--- src/emu_glue_pkg.sv ---
//========================================
// Shared constants for the board glue layer
// Widths, LED hold time, audio levels and
// aspect values. Modules import it where
// they need the values
//========================================

package emu_glue_pkg;

	//========================================
	// Host DMA and memory port
	//========================================
	localparam int DMA_ADDR_W = 32;
	localparam int DMA_DATA_W = 32;

	//========================================
	// Activity LEDs and reset
	//========================================
	// About 90 ms of LED glow at the system clock
	localparam int LED_HOLD_CYCLES = 4500000;

	// System reset length after a host reset request
	localparam int RESET_STRETCH = 8;

	//========================================
	// Audio and video
	//========================================
	localparam int AUDIO_W = 16;
	localparam logic [AUDIO_W-1:0] SPEAKER_LEVEL = 16'h7FFF;

	// Active cycles a line must run before data-enable passes
	localparam int DE_TRIM_DEPTH = 16;

	localparam int ASPECT_W = 8;
	localparam logic [ASPECT_W-1:0] ASPECT_4_3_X  = 8'd4;
	localparam logic [ASPECT_W-1:0] ASPECT_4_3_Y  = 8'd3;
	localparam logic [ASPECT_W-1:0] ASPECT_16_9_X = 8'd16;
	localparam logic [ASPECT_W-1:0] ASPECT_16_9_Y = 8'd9;

endpackage

--- src/activity_led.sv ---
//========================================
// Disk activity LED stretcher
// Holds the LED on for hold_cycles clocks
// after the last activity cycle
//========================================
`timescale 1ns/1ps

module activity_led #(
	parameter int hold_cycles = emu_glue_pkg::LED_HOLD_CYCLES
) (
	input  logic clk_sys,
	input  logic rst_n,
	input  logic activity,
	output logic led
);

	localparam int cnt_w = $clog2(hold_cycles + 1);

	logic [cnt_w-1:0] count;
	logic [cnt_w-1:0] count_next;

	// Retrigger on every active cycle
	always_comb begin
		count_next = count;
		if (activity)
			count_next = cnt_w'(hold_cycles);
		else if (count != '0)
			count_next = count - 1'b1;
	end

	always_ff @(posedge clk_sys) begin
		if (!rst_n) begin
			count <= '0;
			led   <= 1'b0;
		end else begin
			count <= count_next;
			led   <= (count_next != '0);
		end
	end

endmodule

--- src/audio_mixer.sv ---
//========================================
// Stereo audio mixer
// Halves the sound-card samples and adds a
// fixed level while the speaker is on
//========================================
`timescale 1ns/1ps

module audio_mixer (
	input  logic                            clk_sys,
	input  logic                            rst_n,
	input  logic                            speaker_enable,
	input  logic                            speaker_out,
	input  logic [emu_glue_pkg::AUDIO_W-1:0] sample_l,
	input  logic [emu_glue_pkg::AUDIO_W-1:0] sample_r,
	output logic [emu_glue_pkg::AUDIO_W-1:0] audio_l,
	output logic [emu_glue_pkg::AUDIO_W-1:0] audio_r
);

	import emu_glue_pkg::*;

	logic [AUDIO_W-1:0] speaker_add;
	logic [AUDIO_W-1:0] half_l;
	logic [AUDIO_W-1:0] half_r;

	assign speaker_add = (speaker_enable & speaker_out) ? SPEAKER_LEVEL : '0;

	// Arithmetic shift keeps the sign of the sample
	assign half_l = {sample_l[AUDIO_W-1], sample_l[AUDIO_W-1:1]};
	assign half_r = {sample_r[AUDIO_W-1], sample_r[AUDIO_W-1:1]};

	// Sum wraps at the sample width
	always_ff @(posedge clk_sys) begin
		if (!rst_n) begin
			audio_l <= '0;
			audio_r <= '0;
		end else begin
			audio_l <= half_l + speaker_add;
			audio_r <= half_r + speaker_add;
		end
	end

endmodule

--- src/dma_mem_bridge.sv ---
//========================================
// Host DMA to memory-port bridge
// Turns single-word read and write strobes
// into held requests with wait-request and
// holds ioctl_wait until the access is done
//========================================
`timescale 1ns/1ps

module dma_mem_bridge (
	input  logic                               clk_sys,
	input  logic                               rst_n,
	input  logic                               dma_rd,
	input  logic                               dma_wr,
	input  logic [emu_glue_pkg::DMA_ADDR_W-1:0] dma_addr,
	input  logic [emu_glue_pkg::DMA_DATA_W-1:0] dma_dout,
	output logic [emu_glue_pkg::DMA_DATA_W-1:0] dma_din,
	output logic                               ioctl_wait,
	input  logic                               mem_waitrequest,
	input  logic                               mem_readdatavalid,
	input  logic [emu_glue_pkg::DMA_DATA_W-1:0] mem_readdata,
	output logic                               mem_read,
	output logic                               mem_write,
	output logic [emu_glue_pkg::DMA_ADDR_W-1:0] mem_address,
	output logic [emu_glue_pkg::DMA_DATA_W-1:0] mem_writedata
);

	typedef enum logic [2:0] {
		st_idle,
		st_rd_issue,
		st_rd_wait,
		st_wr_issue,
		st_wr_done
	} state_t;

	state_t state;
	logic   strobe_take;

	// A strobe starts an access only from idle
	assign strobe_take = (state == st_idle) && (dma_rd || dma_wr);

	//========================================
	// Control FSM
	//========================================
	always_ff @(posedge clk_sys) begin
		if (!rst_n) begin
			state      <= st_idle;
			ioctl_wait <= 1'b0;
			mem_read   <= 1'b0;
			mem_write  <= 1'b0;
		end else begin
			case (state)
				st_idle: begin
					if (dma_rd) begin
						ioctl_wait <= 1'b1;
						state      <= st_rd_issue;
					end else if (dma_wr) begin
						ioctl_wait <= 1'b1;
						state      <= st_wr_issue;
					end
				end
				st_rd_issue: begin
					if (!mem_waitrequest) begin
						mem_read <= 1'b1;
						state    <= st_rd_wait;
					end
				end
				st_rd_wait: begin
					// Request drops after the accepting cycle and data may come later
					if (!mem_waitrequest)
						mem_read <= 1'b0;
					if (mem_readdatavalid) begin
						ioctl_wait <= 1'b0;
						state      <= st_idle;
					end
				end
				st_wr_issue: begin
					if (!mem_waitrequest) begin
						mem_write <= 1'b1;
						state     <= st_wr_done;
					end
				end
				st_wr_done: begin
					if (!mem_waitrequest) begin
						mem_write  <= 1'b0;
						ioctl_wait <= 1'b0;
						state      <= st_idle;
					end
				end
				default: state <= st_idle;
			endcase
		end
	end

	//========================================
	// Address, write data and read capture
	//========================================
	always_ff @(posedge clk_sys) begin
		if (strobe_take) begin
			mem_address   <= dma_addr;
			mem_writedata <= dma_dout;
		end
		if (state == st_rd_wait && mem_readdatavalid)
			dma_din <= mem_readdata;
	end

endmodule

--- src/emu_glue_top.sv ---
//========================================
// Board glue top level
// Connects the DMA bridge, reset sequencer,
// activity LEDs, audio mixer and video stage
// between host, emulated system and pins
//========================================
`timescale 1ns/1ps

module emu_glue_top #(
	parameter int led_hold_cycles = emu_glue_pkg::LED_HOLD_CYCLES
) (
	input  logic                               clk_sys,
	input  logic                               rst_n,

	// Host DMA side
	input  logic                               dma_rd,
	input  logic                               dma_wr,
	input  logic [emu_glue_pkg::DMA_ADDR_W-1:0] dma_addr,
	input  logic [emu_glue_pkg::DMA_DATA_W-1:0] dma_dout,
	output logic [emu_glue_pkg::DMA_DATA_W-1:0] dma_din,
	output logic                               ioctl_wait,
	input  logic                               disk_device,

	// Memory port
	input  logic                               mem_waitrequest,
	input  logic                               mem_readdatavalid,
	input  logic [emu_glue_pkg::DMA_DATA_W-1:0] mem_readdata,
	output logic                               mem_read,
	output logic                               mem_write,
	output logic [emu_glue_pkg::DMA_ADDR_W-1:0] mem_address,
	output logic [emu_glue_pkg::DMA_DATA_W-1:0] mem_writedata,

	// Resets
	input  logic                               status_reset,
	input  logic                               button_reset,
	input  logic                               ps2_reset_n,
	output logic                               sys_reset,
	output logic                               cpu_reset,

	// Audio
	input  logic                               speaker_enable,
	input  logic                               speaker_out,
	input  logic [emu_glue_pkg::AUDIO_W-1:0]    sample_l,
	input  logic [emu_glue_pkg::AUDIO_W-1:0]    sample_r,
	output logic [emu_glue_pkg::AUDIO_W-1:0]    audio_l,
	output logic [emu_glue_pkg::AUDIO_W-1:0]    audio_r,

	// Video
	input  logic                               de_in,
	input  logic                               status_wide,
	output logic                               vga_de,
	output logic [emu_glue_pkg::ASPECT_W-1:0]   aspect_x,
	output logic [emu_glue_pkg::ASPECT_W-1:0]   aspect_y,

	// Activity LEDs
	output logic                               led_disk,
	output logic                               led_user
);

	dma_mem_bridge u_dma_bridge (
		.clk_sys           (clk_sys),
		.rst_n             (rst_n),
		.dma_rd            (dma_rd),
		.dma_wr            (dma_wr),
		.dma_addr          (dma_addr),
		.dma_dout          (dma_dout),
		.dma_din           (dma_din),
		.ioctl_wait        (ioctl_wait),
		.mem_waitrequest   (mem_waitrequest),
		.mem_readdatavalid (mem_readdatavalid),
		.mem_readdata      (mem_readdata),
		.mem_read          (mem_read),
		.mem_write         (mem_write),
		.mem_address       (mem_address),
		.mem_writedata     (mem_writedata)
	);

	reset_sequencer u_reset_seq (
		.clk_sys      (clk_sys),
		.rst_n        (rst_n),
		.status_reset (status_reset),
		.button_reset (button_reset),
		.ps2_reset_n  (ps2_reset_n),
		.sys_reset    (sys_reset),
		.cpu_reset    (cpu_reset)
	);

	// Hard disk is device 1, floppy is device 0
	activity_led #(.hold_cycles(led_hold_cycles)) hdd_led (
		.clk_sys  (clk_sys),
		.rst_n    (rst_n),
		.activity (disk_device & ioctl_wait),
		.led      (led_disk)
	);

	activity_led #(.hold_cycles(led_hold_cycles)) fdd_led (
		.clk_sys  (clk_sys),
		.rst_n    (rst_n),
		.activity (~disk_device & ioctl_wait),
		.led      (led_user)
	);

	audio_mixer u_audio_mixer (
		.clk_sys        (clk_sys),
		.rst_n          (rst_n),
		.speaker_enable (speaker_enable),
		.speaker_out    (speaker_out),
		.sample_l       (sample_l),
		.sample_r       (sample_r),
		.audio_l        (audio_l),
		.audio_r        (audio_r)
	);

	video_out_stage u_video_out (
		.clk_sys     (clk_sys),
		.rst_n       (rst_n),
		.de_in       (de_in),
		.status_wide (status_wide),
		.vga_de      (vga_de),
		.aspect_x    (aspect_x),
		.aspect_y    (aspect_y)
	);

endmodule

--- src/reset_sequencer.sv ---
//========================================
// System and CPU reset generation
// A rising host reset bit gives a fixed
// system reset pulse; CPU reset also follows
// the button and keyboard controller
//========================================
`timescale 1ns/1ps

module reset_sequencer (
	input  logic clk_sys,
	input  logic rst_n,
	input  logic status_reset,
	input  logic button_reset,
	input  logic ps2_reset_n,
	output logic sys_reset,
	output logic cpu_reset
);

	import emu_glue_pkg::*;

	logic                     status_meta;
	logic                     status_sync;
	logic                     status_prev;
	logic [RESET_STRETCH-1:0] stretch_q;
	logic                     init_done;
	logic                     cpu_req;
	logic                     status_rise;

	assign status_rise = status_sync & ~status_prev;

	always_ff @(posedge clk_sys) begin
		if (!rst_n) begin
			status_meta <= 1'b0;
			status_sync <= 1'b0;
			status_prev <= 1'b0;
			stretch_q   <= '0;
			init_done   <= 1'b0;
			cpu_req     <= 1'b0;
		end else begin
			status_meta <= status_reset;
			status_sync <= status_meta;
			status_prev <= status_sync;

			// Ones shift out of the top, one per cycle
			stretch_q <= stretch_q << 1;
			if (status_rise) begin
				stretch_q <= '1;
				init_done <= 1'b1;
			end

			cpu_req <= button_reset | status_reset | ~ps2_reset_n;
		end
	end

	// System stays in reset until the host has requested one
	assign sys_reset = stretch_q[RESET_STRETCH-1] | ~init_done;
	assign cpu_reset = cpu_req | sys_reset;

endmodule

--- src/video_out_stage.sv ---
//========================================
// Video output stage
// Trims the first active columns of each
// line and picks the aspect ratio
//========================================
`timescale 1ns/1ps

module video_out_stage (
	input  logic                             clk_sys,
	input  logic                             rst_n,
	input  logic                             de_in,
	input  logic                             status_wide,
	output logic                             vga_de,
	output logic [emu_glue_pkg::ASPECT_W-1:0] aspect_x,
	output logic [emu_glue_pkg::ASPECT_W-1:0] aspect_y
);

	import emu_glue_pkg::*;

	logic [DE_TRIM_DEPTH-1:0] de_hist;

	// Blanks the garbage columns at the left of each line
	always_ff @(posedge clk_sys) begin
		if (!rst_n) begin
			de_hist <= '0;
			vga_de  <= 1'b0;
		end else begin
			de_hist <= {de_hist[DE_TRIM_DEPTH-2:0], de_in};
			vga_de  <= de_in & de_hist[DE_TRIM_DEPTH-1];
		end
	end

	// Wide mode gives 16:9, otherwise 4:3
	assign aspect_x = status_wide ? ASPECT_16_9_X : ASPECT_4_3_X;
	assign aspect_y = status_wide ? ASPECT_16_9_Y : ASPECT_4_3_Y;

endmodule

--- config.mk ---
export PLATFORM = sky130hd
export DESIGN_NAME = emu_glue_top
export DESIGN_NICKNAME = d
export VERILOG_FILES = /design/src/emu_glue_pkg.sv /design/src/activity_led.sv /design/src/audio_mixer.sv /design/src/dma_mem_bridge.sv /design/src/emu_glue_top.sv /design/src/reset_sequencer.sv /design/src/video_out_stage.sv
export SDC_FILE = /design/constraint.sdc
export NUM_CORES = 1
export LEC_CHECK = 0
export ABC_AREA = 1
export BUFFER_PORTS_ARGS = -buffer_cell sky130_fd_sc_hd__buf_2
export CAP_MARGIN = 15
export CORE_ASPECT_RATIO = 0.9
export CORE_UTILIZATION = 40
export DETAILED_ROUTE_END_ITERATION = 16
export PLACE_DENSITY_LB_ADDON = 0.3
export SYNTH_ARGS = -nofsm -noshare
export SYNTH_HDL_FRONTEND = slang
export SYNTH_SLANG_ARGS = --single-unit
--- constraint.sdc ---
create_clock -name clk_sys -period 4.7 [get_ports clk_sys]
set_clock_uncertainty 0.1 [all_clocks]
set_input_delay 0.94 -clock clk_sys [delete_from_list [all_inputs] [get_ports clk_sys]]
set_output_delay 0.94 -clock clk_sys [all_outputs]
set_load 0.005 [all_outputs]
Word level (Yosys, flattened, before mapping) --
Index checks and enable logic that the tools add are counted.
Word-level totals: register bits after elaboration 212, latch bits 0, bits in writable memories 0, bits in read-only memories 0, input bits 142, memories 0
Cells by class: add/sub/neg operators 4, multipliers 0, divide/modulo/power cells 0, $lt $le $gt $ge 0, equal/unequal tests 10, shifts and indexed selects 0, multiplexer cells 23, bitwise gates (word level) 13, reduce and logical (&&, ||, !) cells 15
Operators by type and width (count):
- $mux W23 | 4
- $reduce_bool A23 Y1 | 4
- $sub A23 B1 Y23 const B | 2
- $add A16 B16 Y16 | 2
- $mux W3 | 6
- $mux W15 | 1
- $pmux W3 S5 | 1
- $ne A2 B2 Y1 const B | 5
- $mux W8 | 1
- $eq A3 B2 Y1 const B | 2
- $reduce_and A3 Y1 | 2
- $and A1 B1 Y1 | 5
- $mux W1 | 5
- $mux W5 | 1
- $reduce_and A5 Y1 | 1
- $mux W4 | 1
- $not A1 Y1 | 4
- $or A1 B1 Y1 | 4
- $pmux W1 S2 | 2
- $reduce_and A4 Y1 | 1
- $reduce_bool A2 Y1 | 2
- $eq A3 B1 Y1 const B | 1
- $eq A3 B3 Y1 const B | 1
- $logic_not A3 Y1 | 1
- other kinds (5) | 6

Logic depth before layout (Yosys ltp) --
word-level depth 4, depth in mapped cells 15, depth with buffers taken out 15

Cells and area by module --
From an unflattened synthesis, not the netlist that was laid out.
Second synthesis, totals: cell total of the unflattened synthesis 1256, area, all modules 10095.9 µm²
By module, submodules not included:
- activity_led | times used 2, cells each 272, area each 1622.8 µm², sequential area each 480.5 µm²
- dma_mem_bridge | times used 1, cells each 143, area each 3189.3 µm², sequential area each 3002.9 µm²
- audio_mixer | times used 1, cells each 448, area each 2606.2 µm², sequential area each 640.6 µm²
- video_out_stage | times used 1, cells each 71, area each 635.6 µm², sequential area each 340.3 µm²
- reset_sequencer | times used 1, cells each 46, area each 401.6 µm², sequential area each 260.2 µm²
- emu_glue_top | times used 1, cells each 4, area each 17.5 µm², sequential area each 0.0 µm²

Worst setup path before layout --
OpenSTA, ideal clock, no wires.
kind input-to-reg, start point input port mem_waitrequest, end point register u_dma_bridge.ioctl_wait, arrival 4.524 ns, data required time 4.526 ns, setup slack 0.002 ns, stages on the path 7, path buffers 0, cells stage by stage inv_1 > nor4_1 > a211oi_1 > nand2_1 > nor2_1 > inv_1 > a21oi_1
Between the ends: cells in the longest elaborated chain, start to end 2
RTL lines:
- from (decl) | line emu_glue_top.sv:25 | input logic mem_waitrequest,
- $ne A2 B2 Y1 (no line)
- $reduce_and A4 Y1 (no line)
- to (signal assigned) | line dma_mem_bridge.sv:47 | ioctl_wait <= 1'b0;
- to (signal assigned) | line dma_mem_bridge.sv:54 | ioctl_wait <= 1'b1;
- to (signal assigned) | line dma_mem_bridge.sv:57 | ioctl_wait <= 1'b1;
- to (decl) | line dma_mem_bridge.sv:17 | output logic ioctl_wait,
Every way passes these cells. A chain may end at the register's enable or synchronous reset.

Worst setup path after layout --
start point input port speaker_out, end point register u_audio_mixer.audio_r[11] in the netlist's numbering
Between the ends: cells in the longest elaborated chain, start to end 3
RTL lines:
- from (decl) | line emu_glue_top.sv:42 | input logic speaker_out,
- $and A1 B1 Y1 | line audio_mixer.sv:25 | assign speaker_add = (speaker_enable & speaker_out) ? SPEAKER_LEVEL : '0;
- $mux W15 | line audio_mixer.sv:25
- $add A16 B16 Y16 | line audio_mixer.sv:38 | audio_r <= half_r + speaker_add;
- to (signal assigned) | line audio_mixer.sv:38
- to (decl) | line audio_mixer.sv:16 | output logic [emu_glue_pkg::AUDIO_W-1:0] audio_r
Every way passes these cells.

==> flow_summary.toml <==
[timing]
hold_violations = 0
tightest_slew_ns = 1.12
post-route-period-util = 0.601
worst_slack_ns = 1.88
tns_ns = 0
drv_slew = 0
fin_crit_ns = 2.82
setup_viol_count_final = 0
max_slew_margin = 0.256
rsz0062_at_grt = "no"
fmax_mhz = 354

[worst_setup_path]
r2r_cells = 13
cp_max_fo = 28
path_class = "input pin to register"
worstPathRequired_ns = 5.04
cp_slowest_stage_delay_ns = 0.35
cp_slowest_cell = "ha_1"
cpLargestDelayFamily = "compound AO/OA/AOI/OAI gates"
crit_chain = "buf_2, nand2_1, inv_1, buf_4, ha_1, a21oi_1, a21oi_1, nor2_1, o21ai_0, a21oi_1, o21ai_0, a21oi_1"
cp-start-kind = "input pin"
cp_num_cells = 12
cp_common_cell = "a21oi_1"
worstPathArrival_ns = 3.16
critPathBufInv = 3
critPathCaptureType = "register"

[die]
die_h_um = 148
core_area_um2 = 23300
die_width_um = 165
ios = 294
rows = 53
dieArea_um2 = 24400
initial_core_util = 0.408

[clocking]
cts_sinks = 212
clk_path_buf_depth = 3
cts_made_buffers = 24
cts_setup_buffers = 0
cts_tree = "done"
cts_resized = 0
hold_buffers = 0
clkSlewWorstSetupHoldPaths_ns = 0.06
clk_latency_ns = 0.51
htreeDepth = 1
cts_root_buf = "clkbuf_16"

[yosys]
ys_ff_latch = 212
synthTopCellsByArea = "edfxtp_1 (30%), dfxtp_1 (24%), nand2_1 (9.4%)"
netlist-cell-type-count = 44
synth_area_per_cell_um2 = 8.89
yosysTopAreaCell = "edfxtp_1"
async_flop_share = 0
synthFlopType = "dfxtp_1"
synth_area_um2 = 9520
syn-instance-count = 1071
yosysTopAreaCellShare = 0.303
synth_edf_count = 96
yosysSeqAreaShare = 0.547
yosys_warnings = 0

[drt]
drc = 0
ant_nets = 0
vias = 7989
dr.pass1.iters = 5
routed_via_density = 4.77
wl_per_cell_um = 13.2
drt_wl_total_um = 22000
initialDrtViolationCount = 529

[layout]
drive_gt1_frac = 0.267
regArea_um2 = 5200
instances_no_fill = 1676
final_common_cell = "buf_2"
nFillCells = 2173
multi_input_area_um2 = 3730
area_growth_pct = 25.6
nets = 1533
final_cell_mix = "buf_2 (279), nand2_1 (238), nor2_1 (119)"

[outcome]
outcome = "complete, no violations"

[power_and_ir_drop]
total_power_mw = 8.22
vdd_drop_max_uv = 369
powerDensity_nw_per_um2 = 687
p_leak_nw = 5.79

[placed_design]
hpwl_um = 16100
dp.cells = 1631
io_buffers = 279
pre_cts_slack_ns = 1.37
place.gp.congestion = 0.849

[grt]
grt_max_degree = 66
antenna_found_initial = 0
grt.total_usage = 0.175
grt_first_pass_wirelength_um = 34900
grt_pass1_vias = 7268
gr-total-overflow = 0

[worst_hold_path]
hold_depth = 2
min_path_type = "register to register"

[flow_run]
cap_viol_max_count = 0
## per-stage QoR
step | hold slack (ns) | area, um^2 | util
after floorplan | 0.290 | 9560 | -
after global placement | 0.294 | 11200 | 0.478
after detailed placement | 0.299 | 11200 | 0.478
after CTS | 0.314 | 12000 | 0.512
after global routing | 0.335 | 12000 | 0.512
final | 0.310 | 12000 | 0.512
## worst register-to-register path, stage by stage (launching register included)
cell,delay (ns)
dfxtp_1,0.32
inv_1,0.21
ha_1,0.23
nand2_1,0.07
nor2_2,0.11
nand3_2,0.43
nand3_1,0.29
nand2_1,0.08
inv_2,0.05
nand2_1,0.04
nor2_1,0.12
nand3_1,0.11
nor2_1,0.10
nor2_1,0.04
## final timing paths
kind,slack (ns),endpoint,from
hold reg to reg,0.31,u_video_out.de_hist[5],u_video_out.de_hist[4]
setup / recovery,1.88,u_audio_mixer.audio_r[11],speaker_out
hold / removal,0.31,u_video_out.de_hist[5],u_video_out.de_hist[4]
setup reg to reg,2.25,fdd_led.led,fdd_led.count[0]
## cell families after synthesis
| group | after synthesis | synth area share |
|---|---|---|
| xor+xnor | 8 | 0.00736 |
| flops | 212 | 0.547 |
| fa+ha+maj | 36 | 0.0489 |
| compound gates | 145 | 0.0833 |
| simple gates | 520 | 0.246 |
| other cells | 2 | 0.000789 |
| buf+inv | 148 | 0.0667 |
## sequential cells by signal, indices dropped and copies added, names as in the netlist, 3 cells and up
register / count
hdd_led.count: 23
u_video_out.de_hist: 16
u_dma_bridge.mem_address: 32
u_dma_bridge.dma_din: 32
u_audio_mixer.audio_r: 16
u_dma_bridge.mem_writedata: 32
u_dma_bridge.state: 3
fdd_led.count: 23
u_reset_seq.stretch_q: 8
u_audio_mixer.audio_l: 16
## area by class of cell
cell class,count,area share
Antenna cell,1,0.000209
Clock buffer,36,0.0573
Clock inverter,8,0.00879
Inverter,113,0.0355
Multi-Input combinational cell,721,0.312
Sequential cell,212,0.435
Tap cell,302,0.0316
Timing Repair Buffer,283,0.119
## synth_stat cells, types with 3 or more instances
cell type    n
xnor2_1      3
nand3_2      4
a21oi_1     71
inv_1      106
dfxtp_1    116
o21bai_1     4
buf_4       15
buf_6        3
nor2_2      15
clkbuf_1    14
edfxtp_1    96
nand3b_1    13
a211oi_1     7
nor2_1     120
nor2_4       8
inv_2        5
nand3_1     72
nand2_1    238
ha_1        34
xor2_1       5
nand4_1     19
o21a_1       4
a31oi_1      3
nand2_2      8
o21ai_0     45
nor3_1      17
## per-layer routing
layer | global-route usage | wire, um | vias to the layer above
li1 | - | - | 4115
met1 | 0.228 | 9840 | 3597
met2 | 0.284 | 9830 | 250
met3 | 0.0499 | 1950 | 27
met4 | 0.0445 | 424 | 0
met5 | 0 | 0 | -
## power by group
group	internal (mW)	total (mW)	switching [mW]
registers	2.60	2.88	0.279
logic	1.22	3.50	2.27
clock network	1.12	1.84	0.721
total	4.94	8.22	3.27
Power figures use the tool's default switching activity.
